--- src/common/rv_config.svh ---
`ifndef RV_CONFIG_SVH
`define RV_CONFIG_SVH

// Data and address width
`define RV_XLEN 32

// Instruction memory depth in words
`define RV_IMEM_WORDS 64

// Data memory depth in words
`define RV_DMEM_WORDS 64

`endif

--- src/common/rv_pkg.sv ---
`default_nettype none

`include "rv_config.svh"

package rv_pkg;

    typedef logic [ `RV_XLEN - 1 : 0 ] word_t;  // Data or address word

    typedef enum logic [ 6 : 0 ] {
        OPC_OP     = 7'b0110011,  // R-type arithmetic
        OPC_OP_IMM = 7'b0010011,  // I-type arithmetic
        OPC_LOAD   = 7'b0000011,  // lw
        OPC_STORE  = 7'b0100011,  // sw
        OPC_BRANCH = 7'b1100011,  // beq, bne
        OPC_JAL    = 7'b1101111,
        OPC_JALR   = 7'b1100111,
        OPC_LUI    = 7'b0110111
    } opcode_e;

    typedef enum logic [ 3 : 0 ] {
        ALU_ADD, ALU_SUB, ALU_AND, ALU_OR, ALU_XOR,
        ALU_SLT, ALU_SLL, ALU_SRL, ALU_SRA,
        ALU_PASS_B                // Forward b, used by lui
    } alu_ctrl_e;

    typedef enum logic [ 2 : 0 ] {IMM_I, IMM_S, IMM_B, IMM_U, IMM_J} imm_src_e;

    // Instruction class handed from main to ALU decoder
    typedef enum logic [ 1 : 0 ] {AOP_MEM, AOP_BRANCH, AOP_ARITH, AOP_PASS} alu_op_e;

    typedef struct packed {
        logic [ 6 : 0 ] funct7;
        logic [ 4 : 0 ] rs2;
        logic [ 4 : 0 ] rs1;
        logic [ 2 : 0 ] funct3;
        logic [ 4 : 0 ] rd;
        logic [ 6 : 0 ] opcode;
    } r_t;

    typedef struct packed {
        logic [ 11 : 0 ] imm;     // imm[11:0]
        logic [ 4 : 0 ]  rs1;
        logic [ 2 : 0 ]  funct3;
        logic [ 4 : 0 ]  rd;
        logic [ 6 : 0 ]  opcode;
    } i_t;

    typedef struct packed {
        logic [ 6 : 0 ] imm_hi;   // imm[11:5]
        logic [ 4 : 0 ] rs2;
        logic [ 4 : 0 ] rs1;
        logic [ 2 : 0 ] funct3;
        logic [ 4 : 0 ] imm_lo;   // imm[4:0]
        logic [ 6 : 0 ] opcode;
    } s_t;

    typedef struct packed {
        logic           imm12;
        logic [ 5 : 0 ] imm10_5;
        logic [ 4 : 0 ] rs2;
        logic [ 4 : 0 ] rs1;
        logic [ 2 : 0 ] funct3;
        logic [ 3 : 0 ] imm4_1;
        logic           imm11;
        logic [ 6 : 0 ] opcode;
    } b_t;

    typedef struct packed {
        logic [ 19 : 0 ] imm;     // imm[31:12]
        logic [ 4 : 0 ]  rd;
        logic [ 6 : 0 ]  opcode;
    } u_t;

    typedef struct packed {
        logic           imm20;
        logic [ 9 : 0 ] imm10_1;
        logic           imm11;
        logic [ 7 : 0 ] imm19_12;
        logic [ 4 : 0 ] rd;
        logic [ 6 : 0 ] opcode;
    } j_t;

    // One fetched word, six field layouts
    typedef union packed {
        r_t r;
        i_t i;
        s_t s;
        b_t b;
        u_t u;
        j_t j;
    } instr_u;

endpackage

`default_nettype wire

--- src/hw/alu.sv ---
`timescale 1ns/1ps
`default_nettype none

module alu import rv_pkg::*; (

    input  word_t     a_i,        // rs1 value
    input  word_t     b_i,        // rs2 value or immediate
    input  alu_ctrl_e ctrl_i,

    output word_t     result_o,
    output logic      eq_o        // Operands equal, for branches

);

assign eq_o = (a_i == b_i);

always_comb begin
    case (ctrl_i)
        ALU_ADD:    result_o = a_i + b_i;
        ALU_SUB:    result_o = a_i - b_i;
        ALU_AND:    result_o = a_i & b_i;
        ALU_OR:     result_o = a_i | b_i;
        ALU_XOR:    result_o = a_i ^ b_i;
        ALU_SLT:    result_o = word_t'($signed(a_i) < $signed(b_i));  // Signed compare
        ALU_SLL:    result_o = a_i << b_i[ 4 : 0 ];
        ALU_SRL:    result_o = a_i >> b_i[ 4 : 0 ];
        ALU_SRA:    result_o = word_t'($signed(a_i) >>> b_i[ 4 : 0 ]);
        ALU_PASS_B: result_o = b_i;
        default:    result_o = '0;
    endcase
end

endmodule

`default_nettype wire

--- config.mk ---
export PLATFORM = sky130hd
export DESIGN_NAME = alu
export DESIGN_NICKNAME = d
export VERILOG_FILES = /design/src/common/rv_pkg.sv /design/src/hw/alu.sv
export VERILOG_INCLUDE_DIRS = /design/src /design/src/common
export SDC_FILE = /design/constraint.sdc
export NUM_CORES = 1
export LEC_CHECK = 0
export ABC_AREA = 1
export CORE_UTILIZATION = 40
export DETAILED_ROUTE_END_ITERATION = 10
export DONT_BUFFER_PORTS = 1
export GPL_TIMING_DRIVEN = 0
export PLACE_DENSITY = 0.59
export SLEW_MARGIN = 10
export SYNTH_ARGS = -nofsm -noshare
export SYNTH_HDL_FRONTEND = slang
export SYNTH_SLANG_ARGS = --single-unit
--- constraint.sdc ---
create_clock -name vclk -period 5.05
set_input_delay 0.7575 -clock vclk [all_inputs]
set_output_delay 0.7575 -clock vclk [all_outputs]
set_load 0.1 [all_outputs]
==> metrics.csv <==
stage,metric,value,unit
setup_path,worst-path-buf-inv,4,
power,clkPwrFrac,0,
finish,n_antenna_cell,0,
detailed_routing,drt_iter0_drc,2320,
synth,synth_top_cell_area_share,0.276,
grt,grt_first_pass_wirelength,89.7,mm
finish,post-route-util,0.426,
synth,synthTopCellsByCount,"nand2_1 (781), nand3_1 (368), inv_1 (312)",
power,switchingPower,1.13,mW
synth,ys_warn_count,0,
setup_path,max_stage_delay,780,ps
sta,fmax,0.209,GHz
detailed_routing,dr.pass1.iters,6,
synth,synth_top_area_cell,nand2_1,
detailed_routing,ant_nets,0,
die,start_util,0.408,
clock_tree,cts_setup_buffers,0,
power,power.internal,318,uW
sta,fin_crit,4790,ps
synth,netlist_area,10600,um2
finish,final_nets,2366,
power,power_leakage,6.47,nW
setup_path,crit_arrival,4030,ps
synth,syn-num-nets,2366,
synth,synthTopCellsByArea,"nand2_1 (28%), nand3_1 (17%), ha_1 (12%), inv_1 (11%), nor2_1 (6.6%)",
placement,dpl.hpwl,53.3,mm
die,chipWidth,165,um
die,die-area,27200,um2
die,fp.coreArea,26100,um2
power,comb_power_share,1.000,
placement,gp_congestion,1.04,
sta,slew_headroom,0.149,
detailed_routing,vias_per_cell,6.07,
synth,post-synth-top-count-cell,nand2_1,
sta,slew_viol_final,0,
die,io_pins,101,
power,swShare,0.781,
synth,synth_cell_types,47,
synth,synth_seq_area_share,0,
grt,gr-total-overflow,0,
die,num_rows,59,
sta,finalSetupTns,0,ps
die,die_y,165,um
finish,final_design_area_no_fill,11100,um2
placement,io_buffers,0,
placement,dpl_cell_area,11100,um2
sta,rsz0062_at_grt,false,
power,total_power,1.45,mW
finish,nClkBuffers,0,
sta,tightest_slew,1270,ps
finish,area_growth,4.47,%
setup_path,path_delay_family,simple AND/OR/NAND/NOR gates,
sta,setup_viol,0,
setup_path,cp-start-kind,input pin,
run_status,run_status,"complete, no violations",
sta,fin_crit_sh,0.948,
sta,final-hold-violation-count,0,
setup_path,slowest_stage,nand3b_1,
grt,grt_max_degree,13,
setup_path,worstPathMaxFanout,20,
worst_hold_path,hp-class,in2out,
grt,grt_usage,0.458,
setup_path,crit_top_cell,nand2_1,
power,max-vdd-ir-drop,0.0782,mV
grt,first_global_vias,13700,
detailed_routing,routedWlPerCell,25.0,um
job,cap_violations,0,
synth,syn_area_per_cell,4.83,um2
power,power_frac_seq,0,
detailed_routing,num_vias,15300,
synth,synthCells,2197,
setup_path,path_cells,"buf_2, inv_2, buf_4, ha_1, buf_6, nand2_1, nand3_1, nand2_1, nand2_1, nand2_1, nand2_1, nand2_1, nand3_1, nand2_1, nand3b_1",
setup_path,cp-end-kind,output pin,
detailed_routing,drt_wl_total,63.2,mm
setup_path,path_class,in2out,
sta,whs,2150,ps
grt,antenna_found_initial,1,
finish,regArea,0,um2
setup_path,cp.required,4290,ps
power,pwr_density_cell,131,nW/um2
detailed_routing,drc,0,
finish,final_layout_size_suffix_gt1_frac,0.0629,
finish,seq_cell_count,0,
==> cells in the final DEF, fill, tap and decap left out, drive strengths merged, types with 3 or more instances in the layout <==
cell and instances:
inv 318, nor2 197, o21ai 60, a21oi 86, o221ai 6, nand2 800
xor2 3, a211oi 4, ha 99, nand3 375, nand4 31, buf 82
clkbuf 14, o22ai 22, o21bai 13, nor3 25, a31oi 4, o211ai 24
and2 10, or2 3, nand3b 5
==> kinds of logic after synthesis <==
logic type	after synthesis	synth area share
and+or+nand+nor	1450	0.585
buffers and inverters	417	0.168
xor gates and xnor gates	3	0.00247
AOI/OAI and AO/OA	226	0.124
adders and majority gates	101	0.120
==> metrics by stage <==
stage          setup WS (ps)  instances
6_report                 261       2530
4_1_cts                 9.56       2533
5_1_grt                  162       2530
3_3_place_gp            -619       2532
2_1_floorplan           65.2       2197
3_5_place_dp            -248       2533
==> power by group through the flow <==
stage                     logic (mW)  registers, mW  clock network [mW]
final                           1.45              0                   0
after global routing            1.54              0                   0
after CTS                       1.39              0                   0
after detailed placement        1.38              0                   0
after global placement          1.38              0                   0
after floorplan                 1.01              0                   0
==> layout make-up <==
| type | count | area, um2 |
|---|---|---|
| Tap cell | 335 | 419 |
| Multi-Input combinational cell | 1780 | 8880 |
| Fill cell | 3180 | 15000 |
| Buffer | 95 | 568 |
| Inverter | 319 | 1200 |
| Timing Repair Buffer | 1 | 27.5 |
==> metal layers <==
| layer | global-route usage | up-vias | part of all wire |
|---|---|---|---|
| li1 | - | 7038 | - |
| met1 | 0.630 | 7011 | 0.41 |
| met2 | 0.658 | 1133 | 0.40 |
| met3 | 0.145 | 161 | 0.14 |
| met4 | 0.168 | 2 | 0.044 |
| met5 | 0 | - | 0.00016 |
==> final timing paths <==
check | cells past startpoint | start | to | slack [ps]
worst max-delay path | 15 | b_i[2] | result_o[13] | 260
worst min-delay path | 6 | a_i[0] | eq_o | 2150
==> repair_timing <==
item | CTS | global route
gates resized for setup | 4 | 7
pin swaps | 0 | 0
endpoints found under the setup margin | 8 | 21
hold buffers | 0 | 0
(Power assumes the default switching activity.)
