`src/common/rv_config.svh`:
```
`ifndef RV_CONFIG_SVH
`define RV_CONFIG_SVH

// Data and address width
`define RV_XLEN 32

// Instruction memory depth in words
`define RV_IMEM_WORDS 64

// Data memory depth in words
`define RV_DMEM_WORDS 64

`endif

```
`src/common/rv_pkg.sv`:
```
`default_nettype none

`include "rv_config.svh"

package rv_pkg;

    typedef logic [ `RV_XLEN - 1 : 0 ] word_t;  // Data or address word

    typedef enum logic [ 6 : 0 ] {
        OPC_OP     = 7'b0110011,  // R-type arithmetic
        OPC_OP_IMM = 7'b0010011,  // I-type arithmetic
        OPC_LOAD   = 7'b0000011,  // lw
        OPC_STORE  = 7'b0100011,  // sw
        OPC_BRANCH = 7'b1100011,  // beq, bne
        OPC_JAL    = 7'b1101111,
        OPC_JALR   = 7'b1100111,
        OPC_LUI    = 7'b0110111
    } opcode_e;

    typedef enum logic [ 3 : 0 ] {
        ALU_ADD, ALU_SUB, ALU_AND, ALU_OR, ALU_XOR,
        ALU_SLT, ALU_SLL, ALU_SRL, ALU_SRA,
        ALU_PASS_B                // Forward b, used by lui
    } alu_ctrl_e;

    typedef enum logic [ 2 : 0 ] {IMM_I, IMM_S, IMM_B, IMM_U, IMM_J} imm_src_e;

    // Instruction class handed from main to ALU decoder
    typedef enum logic [ 1 : 0 ] {AOP_MEM, AOP_BRANCH, AOP_ARITH, AOP_PASS} alu_op_e;

    typedef struct packed {
        logic [ 6 : 0 ] funct7;
        logic [ 4 : 0 ] rs2;
        logic [ 4 : 0 ] rs1;
        logic [ 2 : 0 ] funct3;
        logic [ 4 : 0 ] rd;
        logic [ 6 : 0 ] opcode;
    } r_t;

    typedef struct packed {
        logic [ 11 : 0 ] imm;     // imm[11:0]
        logic [ 4 : 0 ]  rs1;
        logic [ 2 : 0 ]  funct3;
        logic [ 4 : 0 ]  rd;
        logic [ 6 : 0 ]  opcode;
    } i_t;

    typedef struct packed {
        logic [ 6 : 0 ] imm_hi;   // imm[11:5]
        logic [ 4 : 0 ] rs2;
        logic [ 4 : 0 ] rs1;
        logic [ 2 : 0 ] funct3;
        logic [ 4 : 0 ] imm_lo;   // imm[4:0]
        logic [ 6 : 0 ] opcode;
    } s_t;

    typedef struct packed {
        logic           imm12;
        logic [ 5 : 0 ] imm10_5;
        logic [ 4 : 0 ] rs2;
        logic [ 4 : 0 ] rs1;
        logic [ 2 : 0 ] funct3;
        logic [ 3 : 0 ] imm4_1;
        logic           imm11;
        logic [ 6 : 0 ] opcode;
    } b_t;

    typedef struct packed {
        logic [ 19 : 0 ] imm;     // imm[31:12]
        logic [ 4 : 0 ]  rd;
        logic [ 6 : 0 ]  opcode;
    } u_t;

    typedef struct packed {
        logic           imm20;
        logic [ 9 : 0 ] imm10_1;
        logic           imm11;
        logic [ 7 : 0 ] imm19_12;
        logic [ 4 : 0 ] rd;
        logic [ 6 : 0 ] opcode;
    } j_t;

    // One fetched word, six field layouts
    typedef union packed {
        r_t r;
        i_t i;
        s_t s;
        b_t b;
        u_t u;
        j_t j;
    } instr_u;

endpackage

`default_nettype wire

```
`src/hw/datapath.sv`:
```
`timescale 1ns/1ps
`default_nettype none

`include "rv_config.svh"

module datapath import rv_pkg::*; (

    input  logic           clk_i,
    input  logic           reset_i,
    input  logic           pc_src_i,        // Branch or jump taken
    input  logic           jalr_pc_src_i,   // Target from ALU
    input  logic           link_i,          // rd gets PC + 4
    input  logic           result_src_i,    // rd gets load data
    input  logic           mem_write_i,
    input  logic           alu_src_i,       // ALU b from immediate
    input  logic           reg_write_i,
    input  logic [ 4 : 0 ] rs1_i,
    input  logic [ 4 : 0 ] rs2_i,
    input  logic [ 4 : 0 ] rd_i,
    input  word_t          imm_i,
    input  word_t          alu_result_i,

    output word_t          pc_o,            // Fetch address
    output word_t          alu_a_o,
    output word_t          alu_b_o,
    output logic           retire_valid_o,
    output word_t          retire_pc_o,
    output logic           reg_write_o,
    output logic [ 4 : 0 ] rd_o,
    output word_t          rd_data_o,
    output logic           mem_write_o,
    output word_t          mem_addr_o,
    output word_t          mem_wdata_o

);

localparam int DW = $clog2(`RV_DMEM_WORDS);  // Data word index width

word_t pc;
word_t pc_plus4;
word_t pc_next;
word_t rs1_data;
word_t rs2_data;
word_t result;                               // Write-back value
logic  rf_we;
logic  dm_we;
word_t regs [ 32 ];
word_t dmem [ `RV_DMEM_WORDS ];

initial begin                                // Memories power up cleared
    for (int i = 0; i < 32; i++) regs[ i ] = '0;
    for (int i = 0; i < `RV_DMEM_WORDS; i++) dmem[ i ] = '0;
end

assign pc_plus4 = pc + 32'd4;
assign pc_next  = !pc_src_i     ? pc_plus4 :
                  jalr_pc_src_i ? {alu_result_i[ 31 : 1 ], 1'b0} :  // jalr clears bit 0
                                  pc + imm_i;                     // Branch or jal

always_ff @(posedge clk_i) begin
    if (reset_i) pc <= '0;
    else         pc <= pc_next;
end

// No state change while in reset
assign rf_we = reg_write_i & ~reset_i;
assign dm_we = mem_write_i & ~reset_i;

assign rs1_data = (rs1_i == 5'd0) ? '0 : regs[ rs1_i ];  // x0 hardwired
assign rs2_data = (rs2_i == 5'd0) ? '0 : regs[ rs2_i ];

always_ff @(posedge clk_i) begin
    if (rf_we && rd_i != 5'd0) regs[ rd_i ] <= result;  // Writes to x0 dropped
    if (dm_we) dmem[ alu_result_i[ DW + 1 : 2 ] ] <= rs2_data;
end

assign result = link_i       ? pc_plus4 :
                result_src_i ? dmem[ alu_result_i[ DW + 1 : 2 ] ] : alu_result_i;

assign pc_o    = pc;
assign alu_a_o = rs1_data;
assign alu_b_o = alu_src_i ? imm_i : rs2_data;

// Retire trace for the instruction at the PC
assign retire_valid_o = ~reset_i;
assign retire_pc_o    = pc;
assign reg_write_o    = rf_we;
assign rd_o           = rd_i;
assign rd_data_o      = result;
assign mem_write_o    = dm_we;
assign mem_addr_o     = alu_result_i;
assign mem_wdata_o    = rs2_data;

endmodule

`default_nettype wire

```
`config.mk`:
```
export PLATFORM = sky130hd
export DESIGN_NAME = datapath
export DESIGN_NICKNAME = d
export VERILOG_FILES = /design/src/common/rv_pkg.sv /design/src/hw/datapath.sv
export VERILOG_INCLUDE_DIRS = /design/src /design/src/common
export SDC_FILE = /design/constraint.sdc
export NUM_CORES = 2
export LEC_CHECK = 0
export BUFFER_PORTS_ARGS = -buffer_cell sky130_fd_sc_hd__buf_2
export CORE_ASPECT_RATIO = 1.2
export CORE_MARGIN = 2
export CORE_UTILIZATION = 60
export DETAILED_ROUTE_END_ITERATION = 8
export PLACE_DENSITY_LB_ADDON = 0.08
export REMOVE_ABC_BUFFERS = 1
export SYNTH_ARGS = -nofsm -noshare
export SYNTH_HDL_FRONTEND = slang
export SYNTH_SLANG_ARGS = --single-unit
```
`constraint.sdc`:
```
create_clock -name clk_i -period 6.03 [get_ports clk_i]
set_input_delay 0.603 -clock clk_i [delete_from_list [all_inputs] [get_ports clk_i]]
set_output_delay 0.603 -clock clk_i [all_outputs]
set_load 0.1 [all_outputs]
```
==> run_results.csv <==
group,metric,value,unit
floorplanning,fp.coreArea,0.219,mm^2
yosys,synth_area_per_cell,17.7,um^2
min_path,min_to,"pc_o[16]",
run,drv_cap,3,
critical_path,crit_fanout,51,
yosys,yosys_most_used_dff,"edfxtp_1",
critical_path,crit_type,"input port to output pin",
global_route,antenna_found_initial,35,
place,hpwlAfterDp,293000,um
cells_and_area,fin_util,68.6,%
outcome,violations,"capacitance limit, slew limit, setup timing",
routing,num_vias,83900,
critical_path,rr_startpoint,"dmem[56][30]",
global_route,grt_usage,42.3,%
place,io_buffer_count,319,
place,pre_cts_ws,0.0878,ns
yosys,synth_cells,7459,
floorplanning,io_pins,320,
routing,wl_per_cell,42.8,um
floorplanning,die_w,432,um
min_path,min_path_type,"input port to flop",
yosys,ys_ff_latch,3104,
min_path,min_path_cells,3,
cells_and_area,layout.nets,8106,
pwr,peakVddDrop,0.000284,V
timing,slew_viol_final,4,
outcome,outcome,"complete, but fails checks",
floorplanning,start_util,60.4,%
yosys,syn_area,0.132,mm^2
pwr,power_density,329,mW/mm^2
floorplanning,fp-row-count,188,
critical_path,timing.rr.end,"regs[6][30]",
critical_path,worst-r2r-cell-count,7,
yosys,ys_async_sr_fraction,0,%
global_route,grt_pass1_vias,80100,
clocking,cts_tree,"done",
global_route,grt_max_degree,125,
place,place_congestion,0.996,
clocking,clkTransAtPathRegs,0.06,ns
global_route,grt_pass1_wl,646000,um
cells_and_area,final_common_cell,"edfxtp_1",
critical_path,rrSetupSlack,1.48,ns
pwr,leakage,0.0493,uW
clocking,clk_latency,0.96,ns
timing,hold_viol_final,0,
yosys,yosysSeqAreaShare,70.4,%
global_route,grt_overflow_total,0,
routing,drcViolationCount,0,
timing,hold-worst-slack,0.0320,ns
clocking,clk_path_buf_depth,4,
clocking,numCtsBuffers,306,
timing,fin_skew,0.0793,ns
critical_path,cp.required,5.43,ns
timing,rsz0062_at_grt,"false",
routing,drtIter0Drc,13200,
routing,routed_via_density,7.57,
timing,finalCritPeriodShare,103,%
cells_and_area,drive_above_1_share,27.1,%
yosys,yosysUniqueCellTypes,75,
clocking,h-tree-depth,5,
timing,fmax,162,MHz
critical_path,critical_path_arrival,5.59,ns
yosys,yosysWarnings,0,
clocking,cts-root-buf,"clkbuf_16",
routing,detail-route-antenna-nets,0,
yosys,synth_edf_count,3072,
routing,wl,475000,um
min_path,min_from,"alu_result_i[16]",
timing,relSlewSlack,-11.4,%
cells_and_area,final_cell_mix,"edfxtp_1 (3,072), mux4_2 (565), mux2i_1 (527)",
critical_path,end_kind,"output pin",
timing,fin_crit,6.19,ns
floorplanning,die_area,0.224,mm^2
timing,layout_setup_ws,-0.162,ns
critical_path,crit_path_start,"alu_result_i[3]",
timing,tightestPinTransition,1.65,ns
routing,dr.pass1.iters,7,
critical_path,start_kind,"input port",
clocking,cts_sinks,3104,
timing,report.final.setup_viol,2,
floorplanning,die_y,518,um
cells_and_area,area_growth,13.7,%
-- flip-flops by register name (all words and copies together), names as in the netlist --
name / cells
dmem: 2048
regs: 1024
pc_o: 32
-- critical path: stages --
cell	delay, ns
buf_8	0.41
and2_2	0.86
buf_12	0.33
a221oi_1	0.13
a21oi_1	0.20
a21oi_1	0.08
o21ai_0	0.92
nor4_1	0.42
buf_4	0.28
o31ai_4	0.56
buf_2	0.55
-- final cells by class --
cell class	count	area, um^2
well taps	2850	3570
multi-input cells	3763	37400
repair buffers	795	6450
inverters	15	65.1
flip-flops and latches	3104	92900
diodes	23	57.6
clock buffers	398	8170
clock inverters	139	1330
fillers	14100	68600
-- worst max-delay path by stage --
stage                    endpoint  slack [ns]
floorplan              regs[0][9]       -2.40
global placement    rd_data_o[24]        0.06
detailed placement  rd_data_o[24]        0.09
CTS                 rd_data_o[24]        0.08
global route        rd_data_o[24]        0.04
finish              rd_data_o[24]       -0.16
-- per-stage QoR --
stage,power [uW],TNS (ns),instances,cell area (um^2)
3_3_place_gp,30800,0,10500,140000
6_report,49400,-0.254,11100,150000
3_5_place_dp,30900,0,10500,140000
2_1_floorplan,28000,-1925.27,6882,129000
5_1_grt,50200,0,11100,150000
4_1_cts,49100,0,11100,150000
-- layer usage --
metal,wire (um),global-route usage (%)
met5,214,0.194
met3,66100,12.5
met1,153000,53.2
met2,213000,62.8
met4,43100,31.1
-- synth_stat cells, drive strengths merged, types with 5 or more instances --
| library cell | n | area (um^2) |
|---|---|---|
| o21ai | 216 | 1080 |
| o2111ai | 5 | 43.8 |
| inv | 15 | 56.3 |
| a21oi | 337 | 1690 |
| xnor2 | 22 | 193 |
| a221oi | 269 | 2360 |
| nand3b | 6 | 45.0 |
| nand2b | 6 | 37.5 |
| a22o | 52 | 455 |
| xor2 | 28 | 245 |
| nor2b | 21 | 131 |
| o21a | 6 | 45.0 |
| nand3 | 61 | 305 |
| and4 | 6 | 52.6 |
| edfxtp | 3072 | 92200 |
| o22ai | 143 | 895 |
| a31oi | 34 | 213 |
| o2bb2ai | 6 | 52.6 |
| nor3 | 34 | 180 |
| and3 | 14 | 87.6 |
| a21o | 8 | 60.1 |
| a22oi | 137 | 1030 |
| nor2 | 393 | 1480 |
| dfxtp | 32 | 641 |
| a221o | 9 | 90.1 |
| nand2 | 180 | 676 |
| mux2i | 527 | 5280 |
| clkbuf | 232 | 871 |
| a211o | 20 | 175 |
| a21boi | 54 | 405 |
| o221ai | 60 | 526 |
| o211ai | 18 | 135 |
| mux4 | 565 | 12700 |
| ha | 32 | 400 |
| mux2 | 279 | 3140 |
| nor4 | 19 | 125 |
| o22a | 7 | 61.3 |
| buf | 376 | 2320 |
| a2111oi | 5 | 50.0 |
| and2 | 6 | 37.5 |
| a211oi | 65 | 658 |
| o31ai | 20 | 155 |
| nand4 | 20 | 125 |
| or3 | 5 | 31.3 |
-- cell families after synthesis --
family / after synthesis / synth area share (%)
simple gates: 784 / 2.59
mux: 1371 / 16.0
xor+xnor: 50 / 0.332
flops: 3104 / 70.4
compound gates: 1493 / 7.86
other cells: 1 / 0.00284
fa+ha+maj: 33 / 0.319
buf+inv: 623 / 2.46
-- where the power goes --
| group | switching, uW | internal [uW] | leakage [uW] |
|---|---|---|---|
| registers | 112 | 24300 | 0.0280 |
| clock network | 8140 | 10600 | 0.00464 |
| logic | 4670 | 1530 | 0.0167 |
| total | 12900 | 36400 | 0.0493 |
-- what timing repair did --
| item | 4_1_cts | 5_1_grt |
|---|---|---|
| setup endpoints to repair | 0 | 3 |
| buffers inserted | 0 | 2 |
| gates resized for setup | 0 | 2 |
| hold buffers | 0 | 0 |
No activity file was read; power rests on OpenSTA's default activity.
