--- src/common/rv_config.svh ---
`ifndef RV_CONFIG_SVH
`define RV_CONFIG_SVH

// Data and address width
`define RV_XLEN 32

// Instruction memory depth in words
`define RV_IMEM_WORDS 64

// Data memory depth in words
`define RV_DMEM_WORDS 64

`endif

--- src/common/rv_pkg.sv ---
`default_nettype none

`include "rv_config.svh"

package rv_pkg;

    typedef logic [ `RV_XLEN - 1 : 0 ] word_t;  // Data or address word

    typedef enum logic [ 6 : 0 ] {
        OPC_OP     = 7'b0110011,  // R-type arithmetic
        OPC_OP_IMM = 7'b0010011,  // I-type arithmetic
        OPC_LOAD   = 7'b0000011,  // lw
        OPC_STORE  = 7'b0100011,  // sw
        OPC_BRANCH = 7'b1100011,  // beq, bne
        OPC_JAL    = 7'b1101111,
        OPC_JALR   = 7'b1100111,
        OPC_LUI    = 7'b0110111
    } opcode_e;

    typedef enum logic [ 3 : 0 ] {
        ALU_ADD, ALU_SUB, ALU_AND, ALU_OR, ALU_XOR,
        ALU_SLT, ALU_SLL, ALU_SRL, ALU_SRA,
        ALU_PASS_B                // Forward b, used by lui
    } alu_ctrl_e;

    typedef enum logic [ 2 : 0 ] {IMM_I, IMM_S, IMM_B, IMM_U, IMM_J} imm_src_e;

    // Instruction class handed from main to ALU decoder
    typedef enum logic [ 1 : 0 ] {AOP_MEM, AOP_BRANCH, AOP_ARITH, AOP_PASS} alu_op_e;

    typedef struct packed {
        logic [ 6 : 0 ] funct7;
        logic [ 4 : 0 ] rs2;
        logic [ 4 : 0 ] rs1;
        logic [ 2 : 0 ] funct3;
        logic [ 4 : 0 ] rd;
        logic [ 6 : 0 ] opcode;
    } r_t;

    typedef struct packed {
        logic [ 11 : 0 ] imm;     // imm[11:0]
        logic [ 4 : 0 ]  rs1;
        logic [ 2 : 0 ]  funct3;
        logic [ 4 : 0 ]  rd;
        logic [ 6 : 0 ]  opcode;
    } i_t;

    typedef struct packed {
        logic [ 6 : 0 ] imm_hi;   // imm[11:5]
        logic [ 4 : 0 ] rs2;
        logic [ 4 : 0 ] rs1;
        logic [ 2 : 0 ] funct3;
        logic [ 4 : 0 ] imm_lo;   // imm[4:0]
        logic [ 6 : 0 ] opcode;
    } s_t;

    typedef struct packed {
        logic           imm12;
        logic [ 5 : 0 ] imm10_5;
        logic [ 4 : 0 ] rs2;
        logic [ 4 : 0 ] rs1;
        logic [ 2 : 0 ] funct3;
        logic [ 3 : 0 ] imm4_1;
        logic           imm11;
        logic [ 6 : 0 ] opcode;
    } b_t;

    typedef struct packed {
        logic [ 19 : 0 ] imm;     // imm[31:12]
        logic [ 4 : 0 ]  rd;
        logic [ 6 : 0 ]  opcode;
    } u_t;

    typedef struct packed {
        logic           imm20;
        logic [ 9 : 0 ] imm10_1;
        logic           imm11;
        logic [ 7 : 0 ] imm19_12;
        logic [ 4 : 0 ] rd;
        logic [ 6 : 0 ] opcode;
    } j_t;

    // One fetched word, six field layouts
    typedef union packed {
        r_t r;
        i_t i;
        s_t s;
        b_t b;
        u_t u;
        j_t j;
    } instr_u;

endpackage

`default_nettype wire

--- src/hw/control/instr_mem.sv ---
`timescale 1ns/1ps
`default_nettype none

`include "rv_config.svh"

module instr_mem import rv_pkg::*; (

    input  logic   clk_i,
    input  logic   we_i,      // Load port write enable
    input  word_t  waddr_i,   // Load byte address
    input  word_t  wdata_i,   // Load data
    input  word_t  addr_i,    // Fetch byte address

    output instr_u rd_o       // Fetched instruction

);

localparam int AW = $clog2(`RV_IMEM_WORDS);  // Word index width

word_t mem [ `RV_IMEM_WORDS ];

always_ff @(posedge clk_i) begin
    if (we_i) mem[ waddr_i[ AW + 1 : 2 ] ] <= wdata_i;  // Program load while in reset
end

assign rd_o = mem[ addr_i[ AW + 1 : 2 ] ];  // Async fetch, wraps at depth

endmodule

`default_nettype wire

--- src/hw/control/main_decoder.sv ---
`timescale 1ns/1ps
`default_nettype none

module main_decoder import rv_pkg::*; (

    input  opcode_e        op_i,
    input  logic [ 2 : 0 ] funct3_i,       // Branch condition
    input  logic           eq_i,           // Operands equal

    output logic           pc_src_o,       // Take branch or jump
    output logic           jalr_pc_src_o,  // Target from ALU result
    output logic           link_o,         // Write PC + 4 to rd
    output logic           result_src_o,   // Load data to rd
    output logic           mem_write_o,
    output logic           alu_src_o,      // Immediate as ALU b
    output logic           reg_write_o,
    output imm_src_e       imm_src_o,
    output alu_op_e        alu_op_o

);

logic taken;  // Branch condition met

always_comb begin
    case (funct3_i)
        3'b000:  taken = eq_i;   // beq
        3'b001:  taken = ~eq_i;  // bne
        default: taken = 1'b0;
    endcase
end

always_comb begin
    pc_src_o      = 1'b0;      // Sequential by default
    jalr_pc_src_o = 1'b0;
    link_o        = 1'b0;
    result_src_o  = 1'b0;
    mem_write_o   = 1'b0;
    alu_src_o     = 1'b0;
    reg_write_o   = 1'b0;      // Stays low for unknown opcodes
    imm_src_o     = IMM_I;
    alu_op_o      = AOP_MEM;
    case (op_i)
        OPC_OP: begin
            reg_write_o = 1'b1;
            alu_op_o    = AOP_ARITH;
        end
        OPC_OP_IMM: begin
            reg_write_o = 1'b1;
            alu_src_o   = 1'b1;
            alu_op_o    = AOP_ARITH;
        end
        OPC_LOAD: begin
            reg_write_o  = 1'b1;
            alu_src_o    = 1'b1;   // Address = rs1 + imm
            result_src_o = 1'b1;
        end
        OPC_STORE: begin
            mem_write_o = 1'b1;
            alu_src_o   = 1'b1;
            imm_src_o   = IMM_S;
        end
        OPC_BRANCH: begin
            pc_src_o  = taken;
            imm_src_o = IMM_B;
            alu_op_o  = AOP_BRANCH;
        end
        OPC_JAL: begin
            pc_src_o    = 1'b1;
            link_o      = 1'b1;
            reg_write_o = 1'b1;
            imm_src_o   = IMM_J;
        end
        OPC_JALR: begin
            pc_src_o      = 1'b1;
            jalr_pc_src_o = 1'b1;  // Target = rs1 + imm
            link_o        = 1'b1;
            reg_write_o   = 1'b1;
            alu_src_o     = 1'b1;
        end
        OPC_LUI: begin
            reg_write_o = 1'b1;
            alu_src_o   = 1'b1;
            imm_src_o   = IMM_U;
            alu_op_o    = AOP_PASS;
        end
        default: ;
    endcase
end

endmodule

`default_nettype wire

--- src/hw/control/alu_decoder.sv ---
`timescale 1ns/1ps
`default_nettype none

module alu_decoder import rv_pkg::*; (

    input  alu_op_e        alu_op_i,       // Instruction class
    input  logic [ 2 : 0 ] funct3_i,
    input  logic           funct7_i,       // Instruction bit 30
    input  logic           op5_i,          // Set for R-type

    output alu_ctrl_e      alu_control_o

);

always_comb begin
    case (alu_op_i)
        AOP_MEM:    alu_control_o = ALU_ADD;   // Address add, also jalr
        AOP_BRANCH: alu_control_o = ALU_SUB;
        AOP_PASS:   alu_control_o = ALU_PASS_B;
        default: begin
            case (funct3_i)
                3'b000:  alu_control_o = (op5_i & funct7_i) ? ALU_SUB : ALU_ADD;
                3'b001:  alu_control_o = ALU_SLL;
                3'b010:  alu_control_o = ALU_SLT;
                3'b100:  alu_control_o = ALU_XOR;
                3'b101:  alu_control_o = funct7_i ? ALU_SRA : ALU_SRL;
                3'b110:  alu_control_o = ALU_OR;
                3'b111:  alu_control_o = ALU_AND;
                default: alu_control_o = ALU_ADD;  // sltu not supported
            endcase
        end
    endcase
end

endmodule

`default_nettype wire

--- src/hw/control/sign_extend.sv ---
`timescale 1ns/1ps
`default_nettype none

module sign_extend import rv_pkg::*; (

    input  instr_u   instr_i,
    input  imm_src_e imm_src_i,   // Immediate format

    output word_t    imm_ext_o

);

always_comb begin
    case (imm_src_i)
        IMM_S:   imm_ext_o = {{20{instr_i.s.imm_hi[ 6 ]}}, instr_i.s.imm_hi, instr_i.s.imm_lo};
        IMM_B:   imm_ext_o = {{19{instr_i.b.imm12}}, instr_i.b.imm12, instr_i.b.imm11,
                              instr_i.b.imm10_5, instr_i.b.imm4_1, 1'b0};  // Halfword offset
        IMM_U:   imm_ext_o = {instr_i.u.imm, 12'b0};  // Upper 20 bits
        IMM_J:   imm_ext_o = {{11{instr_i.j.imm20}}, instr_i.j.imm20, instr_i.j.imm19_12,
                              instr_i.j.imm11, instr_i.j.imm10_1, 1'b0};
        default: imm_ext_o = {{20{instr_i.i.imm[ 11 ]}}, instr_i.i.imm};  // I-type
    endcase
end

endmodule

`default_nettype wire

--- src/hw/control/control_top.sv ---
`timescale 1ns/1ps
`default_nettype none

module control_top import rv_pkg::*; (

    input  logic           clk_i,
    input  logic           imem_we_i,      // Program load enable
    input  word_t          imem_addr_i,    // Program load byte address
    input  word_t          imem_data_i,    // Program load word
    input  word_t          pc_i,           // Program counter
    input  logic           eq_i,           // ALU operands equal

    output logic           pc_src_o,       // Branch or jump target
    output logic           jalr_pc_src_o,  // Use ALU result as target
    output logic           link_o,         // Write PC + 4 to rd
    output logic           result_src_o,   // Write load data to rd
    output logic           mem_write_o,
    output logic           alu_src_o,      // Immediate on ALU b
    output logic           reg_write_o,
    output alu_ctrl_e      alu_ctrl_o,
    output word_t          imm_op_o,       // Extended immediate
    output logic [ 4 : 0 ] rs1_o,
    output logic [ 4 : 0 ] rs2_o,
    output logic [ 4 : 0 ] rd_o

);

instr_u   instr;     // Word at PC
imm_src_e imm_src;
alu_op_e  alu_op;    // Class code between decoders

assign rs1_o = instr.r.rs1;
assign rs2_o = instr.r.rs2;
assign rd_o  = instr.r.rd;

instr_mem instr_mem (
    .clk_i   (clk_i),
    .we_i    (imem_we_i),
    .waddr_i (imem_addr_i),
    .wdata_i (imem_data_i),
    .addr_i  (pc_i),
    .rd_o    (instr)
);

main_decoder main_decoder (
    .op_i          (opcode_e'(instr.r.opcode)),
    .funct3_i      (instr.r.funct3),
    .eq_i          (eq_i),
    .pc_src_o      (pc_src_o),
    .jalr_pc_src_o (jalr_pc_src_o),
    .link_o        (link_o),
    .result_src_o  (result_src_o),
    .mem_write_o   (mem_write_o),
    .alu_src_o     (alu_src_o),
    .reg_write_o   (reg_write_o),
    .imm_src_o     (imm_src),
    .alu_op_o      (alu_op)
);

alu_decoder alu_decoder (
    .alu_op_i      (alu_op),
    .funct3_i      (instr.r.funct3),
    .funct7_i      (instr.r.funct7[ 5 ]),  // Bit 30, sub and sra
    .op5_i         (instr.r.opcode[ 5 ]),  // R-type vs I-type
    .alu_control_o (alu_ctrl_o)
);

sign_extend sign_extend (
    .instr_i   (instr),
    .imm_src_i (imm_src),
    .imm_ext_o (imm_op_o)
);

endmodule

`default_nettype wire

--- config.mk ---
export PLATFORM = sky130hd
export DESIGN_NAME = control_top
export DESIGN_NICKNAME = d
export VERILOG_FILES = /design/src/common/rv_pkg.sv /design/src/hw/control/instr_mem.sv /design/src/hw/control/main_decoder.sv /design/src/hw/control/alu_decoder.sv /design/src/hw/control/sign_extend.sv /design/src/hw/control/control_top.sv
export VERILOG_INCLUDE_DIRS = /design/src /design/src/common
export SDC_FILE = /design/constraint.sdc
export NUM_CORES = 2
export LEC_CHECK = 0
export ABC_CLOCK_PERIOD_IN_PS = 7300
export BUFFER_PORTS_ARGS = -buffer_cell sky130_fd_sc_hd__buf_4
export CAP_MARGIN = 25
export CELL_PAD_IN_SITES_DETAIL_PLACEMENT = 2
export CELL_PAD_IN_SITES_GLOBAL_PLACEMENT = 2
export CORE_ASPECT_RATIO = 1.1
export CORE_MARGIN = 5
export CORE_UTILIZATION = 53
export CTS_BUF_LIST = sky130_fd_sc_hd__clkbuf_8
export DETAILED_ROUTE_END_ITERATION = 12
export PLACE_DENSITY = 0.86
export RECOVER_POWER = 100
export SETUP_SLACK_MARGIN = 0.02
export SLEW_MARGIN = 10
export SYNTH_ARGS = -nofsm -noshare
export SYNTH_HDL_FRONTEND = slang
export SYNTH_HIERARCHICAL = 1
export SYNTH_SLANG_ARGS = --single-unit
--- constraint.sdc ---
create_clock -name clk_i -period 7.3 [get_ports clk_i]
set_input_delay 1.825 -clock clk_i [delete_from_list [all_inputs] [get_ports clk_i]]
set_output_delay 1.825 -clock clk_i [all_outputs]
set_load 0.03 [all_outputs]
==> summary.txt, run 1 <==
ys flop type -> edfxtp_1
dpl hpwl -> 201000 um
synth unique cells -> 54
# IOs -> 157
Syn Inst Count -> 3430
Synth Cell Area -> 78770 um2
post-synth net total -> 3529
status -> stopped before the end
failing step -> detailed placement (3_5_place_dp)
number of synthesized flops with an enable pin -> 2048
IO Port Bufs -> 104
Initial Util -> 53.30%
RD Place Congestion -> 0.8399
first error -> [ERROR DPL-0033] detailed placement checks failed during check placement.
Post-Syn Area per Cell -> 22.96 um2
die width -> 377.6 um
yosys warns -> 6
Die Span Y -> 414.3 um
number of synthesized register bits -> 2048
sequential-to-total area share from yosys stat -> 78.08%
# rows -> 148
asr flop ratio synth -> 0%
## metrics by stage
| step | setup TNS, ns | std cells | instance area (um2) | hold slack (ns) |
|---|---|---|---|---|
| 2_1_floorplan | 0 | 3430 | 78810 | 1.924 |
| 3_3_place_gp | -4.070 | 5611 | 84300 | 2.352 |
## synthesized netlist by cell type (9+ instances only)
master       n  share of area [%]
mux4_2     544                 16
nor2_1     149               0.71
nand2b_1    13               0.10
o22ai_1     92               0.73
mux2i_1     96                1.2
o221ai_1    27               0.30
nor2b_1     24               0.19
edfxtp_1  2048                 78
nor3_1       9              0.057
a21o_1      12               0.11
a21oi_1     72               0.46
clkbuf_1    76               0.36
a22oi_1     12               0.11
buf_1       21               0.10
buf_2       63               0.40
nand2_1     36               0.17
buf_4       28               0.27
## cell families after synthesis
logic type      share of synthesized area, %
flops                                  78.08
simple gates                           1.765
compound gates                         2.122
xor+xnor                             0.02224
buf+inv                                1.241
mux                                    16.77
==> run 2: changes to the inputs <==
--- a/config.mk
+++ b/config.mk
@@ -9,16 +9,11 @@
 export ABC_CLOCK_PERIOD_IN_PS = 7300
 export BUFFER_PORTS_ARGS = -buffer_cell sky130_fd_sc_hd__buf_4
 export CAP_MARGIN = 25
-export CELL_PAD_IN_SITES_DETAIL_PLACEMENT = 2
-export CELL_PAD_IN_SITES_GLOBAL_PLACEMENT = 2
-export CORE_ASPECT_RATIO = 1.1
 export CORE_MARGIN = 5
-export CORE_UTILIZATION = 53
-export CTS_BUF_LIST = sky130_fd_sc_hd__clkbuf_8
+export CORE_UTILIZATION = 40
 export DETAILED_ROUTE_END_ITERATION = 12
-export PLACE_DENSITY = 0.86
+export PLACE_DENSITY_LB_ADDON = 0.15
 export RECOVER_POWER = 100
-export SETUP_SLACK_MARGIN = 0.02
 export SLEW_MARGIN = 10
 export SYNTH_ARGS = -nofsm -noshare
 export SYNTH_HDL_FRONTEND = slang
==> run 2 against run 1 <==
Synthesized cell count unchanged. Area after synthesis unchanged. The flow now finishes, with violations (capacitance limit, slew limit).
==> summary.txt, run 2 <==
status -> finished, violations left
violated checks -> capacitance limit, slew limit
largest family of logic cells by synthesized area -> multiplexers
Via density -> 5.664
sequential-to-total area share from yosys stat -> 78.08% (unchanged)
Max-slew headroom -> -121.6%
initial antenna violation count -> 27
Clock Path Buffers -> 3
number of synthesized flops with an enable pin -> 2048 (unchanged)
# DRC -> 0
Total GRT Usage -> 20.90%
Synth Area in XOR/XNOR -> 0.02224% (unchanged)
Min Hold Slack -> 1.798 ns
Pre-antenna DRT Iters -> 5
first-pass GRT wire length -> 301800 um
area share of the largest cell type after synthesis -> 78.08% (unchanged)
IO Port Bufs -> 104 (unchanged)
# rows -> 162 (+9.5%)
CP Capture Type -> output pin
total core area -> 195400 um2
crit share post-route -> 98.72%
htree depth -> 4
critical path peak fanout -> 11
final-report setup violation count -> 0
DR vias -> 37833
commonest cells after routing, fill and taps aside -> 2048 x edfxtp_1, 544 x mux4_2, 281 x buf_4, 211 x clkbuf_16, 163 x clkbuf_1
CTS sink count -> 2048
pin count of the biggest net entering global routing -> 77
Util after Layout -> 46.62%
DRT Wirelength -> 216800 um
synth unique cells -> 54 (unchanged)
Post-DRT Antenna Nets -> 0
f_max -> 138.8 MHz
RD Place Congestion -> 0.7634 (-9.1%)
Worst-path clk slew -> 0.06 ns
min-delay worst type -> in -> reg
max-slew violations -> 3973
Synth Cell Area -> 78770 um2 (unchanged)
CP startpoint -> pc_i[2]
Synth top cells by count -> 2048 x edfxtp_1, 544 x mux4_2, 149 x nor2_1
Setup Total Neg Slack -> 0 ns
post-synthesis mux area share -> 16.77% (unchanged)
First DRT Iteration DRCs -> 3973
max-cap viol count -> 123
most common cell in the netlist -> edfxtp_1
Synth Area in Adders -> 0% (unchanged)
final net count -> 3977
pwr/cell area -> 272.0 nW/um2
number of synthesized register bits -> 2048 (unchanged)
total grt overflow -> 0
post-synth net total -> 3529 (unchanged)
Worst-Margin Slew -> 3.324 ns
placed cells -> 6265
Hold Vio Cnt, Final -> 0
CP required -> 5.48 ns
number of global-route vias before repair -> 38862
CP Class -> in -> out
post-synth top area cell -> edfxtp_1
yosys warns -> 6 (unchanged)
die width -> 453.8 um (+20%)
asr flop ratio synth -> 0% (unchanged)
routed length per instance -> 32.47 um
CP startpoint kind -> input port
Compound-Gate Fraction of Synth Area -> 2.122% (unchanged)
CTS tree -> built
Hold Buf Count CTS -> 0
clock period minus worst slack -> 7.207 ns
Die Span Y -> 453.8 um (+9.5%)
CP arrival -> 5.38 ns
max reg flops -> 2048
CTS root buf -> clkbuf_16
worst setup path endpoint -> imm_op_o[23]
Static Leakage -> 28.46 nW
peak supply drop -> 0.2446 mV
ys flop type -> edfxtp_1
dpl hpwl -> 129700 um (-35%)
commonest non-fill, non-tap cell in the layout -> edfxtp_1
Synth Area in Simple Gates -> 1.765% (unchanged)
synth-to-layout area growth -> 15.65%
Initial Util -> 40.31% (-13 points)
Post-Syn Area per Cell -> 22.96 um2 (unchanged)
die area -> 205900 um2
Final Non-Filler Cells -> 6679
Num CTS Buffers -> 207
Synth area leaders -> edfxtp_1 78%, mux4_2 16%, mux2i_1 1.2%, o22ai_1 0.73%, nor2_1 0.71%
Syn Inst Count -> 3430 (unchanged)
# IOs -> 157 (unchanged)
share of cells above drive strength 1 -> 29.51%
==> run 2: how the worst min path moves through the flow <==
stage / depth (start not counted) / start / slack [ns] / endpoint
finish: 3 / imem_addr_i[4] / 1.80 / instr_mem/mem[54][27]$_DFFE_PP_
global route: 3 / imem_addr_i[4] / 1.79 / instr_mem/mem[54][28]$_DFFE_PP_
CTS: 1 / imem_data_i[4] / 1.48 / instr_mem/mem[36][4]$_DFFE_PP_
detailed placement: 1 / imem_data_i[4] / 2.39 / instr_mem/mem[35][4]$_DFFE_PP_
global placement: 1 / imem_data_i[6] / 2.38 / instr_mem/mem[31][6]$_DFFE_PP_
floorplan: 0 / imem_data_i[0] / 1.92 / instr_mem/mem[0][0]$_DFFE_PP_
==> run 2: cell type report <==
class,instances,area (um2)
clock inverters,112,965.9
clock buffers,262,5429
diodes,12,30.03
inverters,4,15.01
multi-input cells,1183,16530
well taps,2624,3283
flip-flops and latches,2048,61500
fillers,16409,104300
repair buffers,434,3347
==> run 2: kinds of logic after synthesis <==
group | after synthesis
xor gates and xnor gates | 2
AOI/OAI and AO/OA | 256
buffers and inverters | 199
muxes | 640
and+or+nand+nor | 285
DFF | 2048
==> run 2: through the flow <==
stage	worst slack (ns)	instance area (um2)	power [W]
finish	0.09320	91090	0.02478
global route	-0.001033	91090	0.02556
CTS	0.002940	91570	0.02502
detailed placement	-0.1589	85060	0.01488
global placement	-0.1772	84980	0.01487
floorplan	0.05559	78810	0.01410
==> run 2: power breakdown <==
group | total (W) | leakage, nW | internal (W) | switching [W]
Combinational | 0.00158 | 6.91 | 0.000617 | 0.000967
Sequential | 0.0131 | 18.4 | 0.0131 | 0.0000159
Clock | 0.0101 | 3.12 | 0.00565 | 0.00448
Total | 0.0248 | 28.5 | 0.0193 | 0.00546
==> run 2: worst max-delay path, stage by stage <==
cell,delay [ns]
buf_16,0.14
buf_12,0.15
clkbuf_16,0.16
mux4_2,0.49
mux2i_1,0.16
nor2_1,0.06
o32ai_1,0.23
buf_4,0.20
nor3_1,0.08
buf_12,0.17
or2_4,0.23
mux2i_1,0.17
and3_1,0.24
buf_12,0.16
and3b_2,0.23
buf_4,0.12
nor2b_2,0.03
buf_4,0.16
a21o_1,0.16
buf_4,0.16
==> run 2: routing by layer <==
metal	routed length (um)	track usage, %	vias to the layer above	share of wire (%)
met5	30	0	-	0.014
met4	7813	7.723	4	3.6
met3	11330	3.136	309	5.2
met2	107400	34.53	1143	50
met1	90300	28.38	20757	42
li1	-	-	15620	-
==> run 2: what timing repair did <==
| item | CTS | global route |
|---|---|---|
| endpoints found under the setup margin | 31 | 32 |
| setup buffers | 3 | 22 |
| resized for setup | 10 | 20 |
| cloned | 1 | 2 |
| pin swaps | 0 | 3 |
No activity file was read; power rests on OpenSTA's default activity.
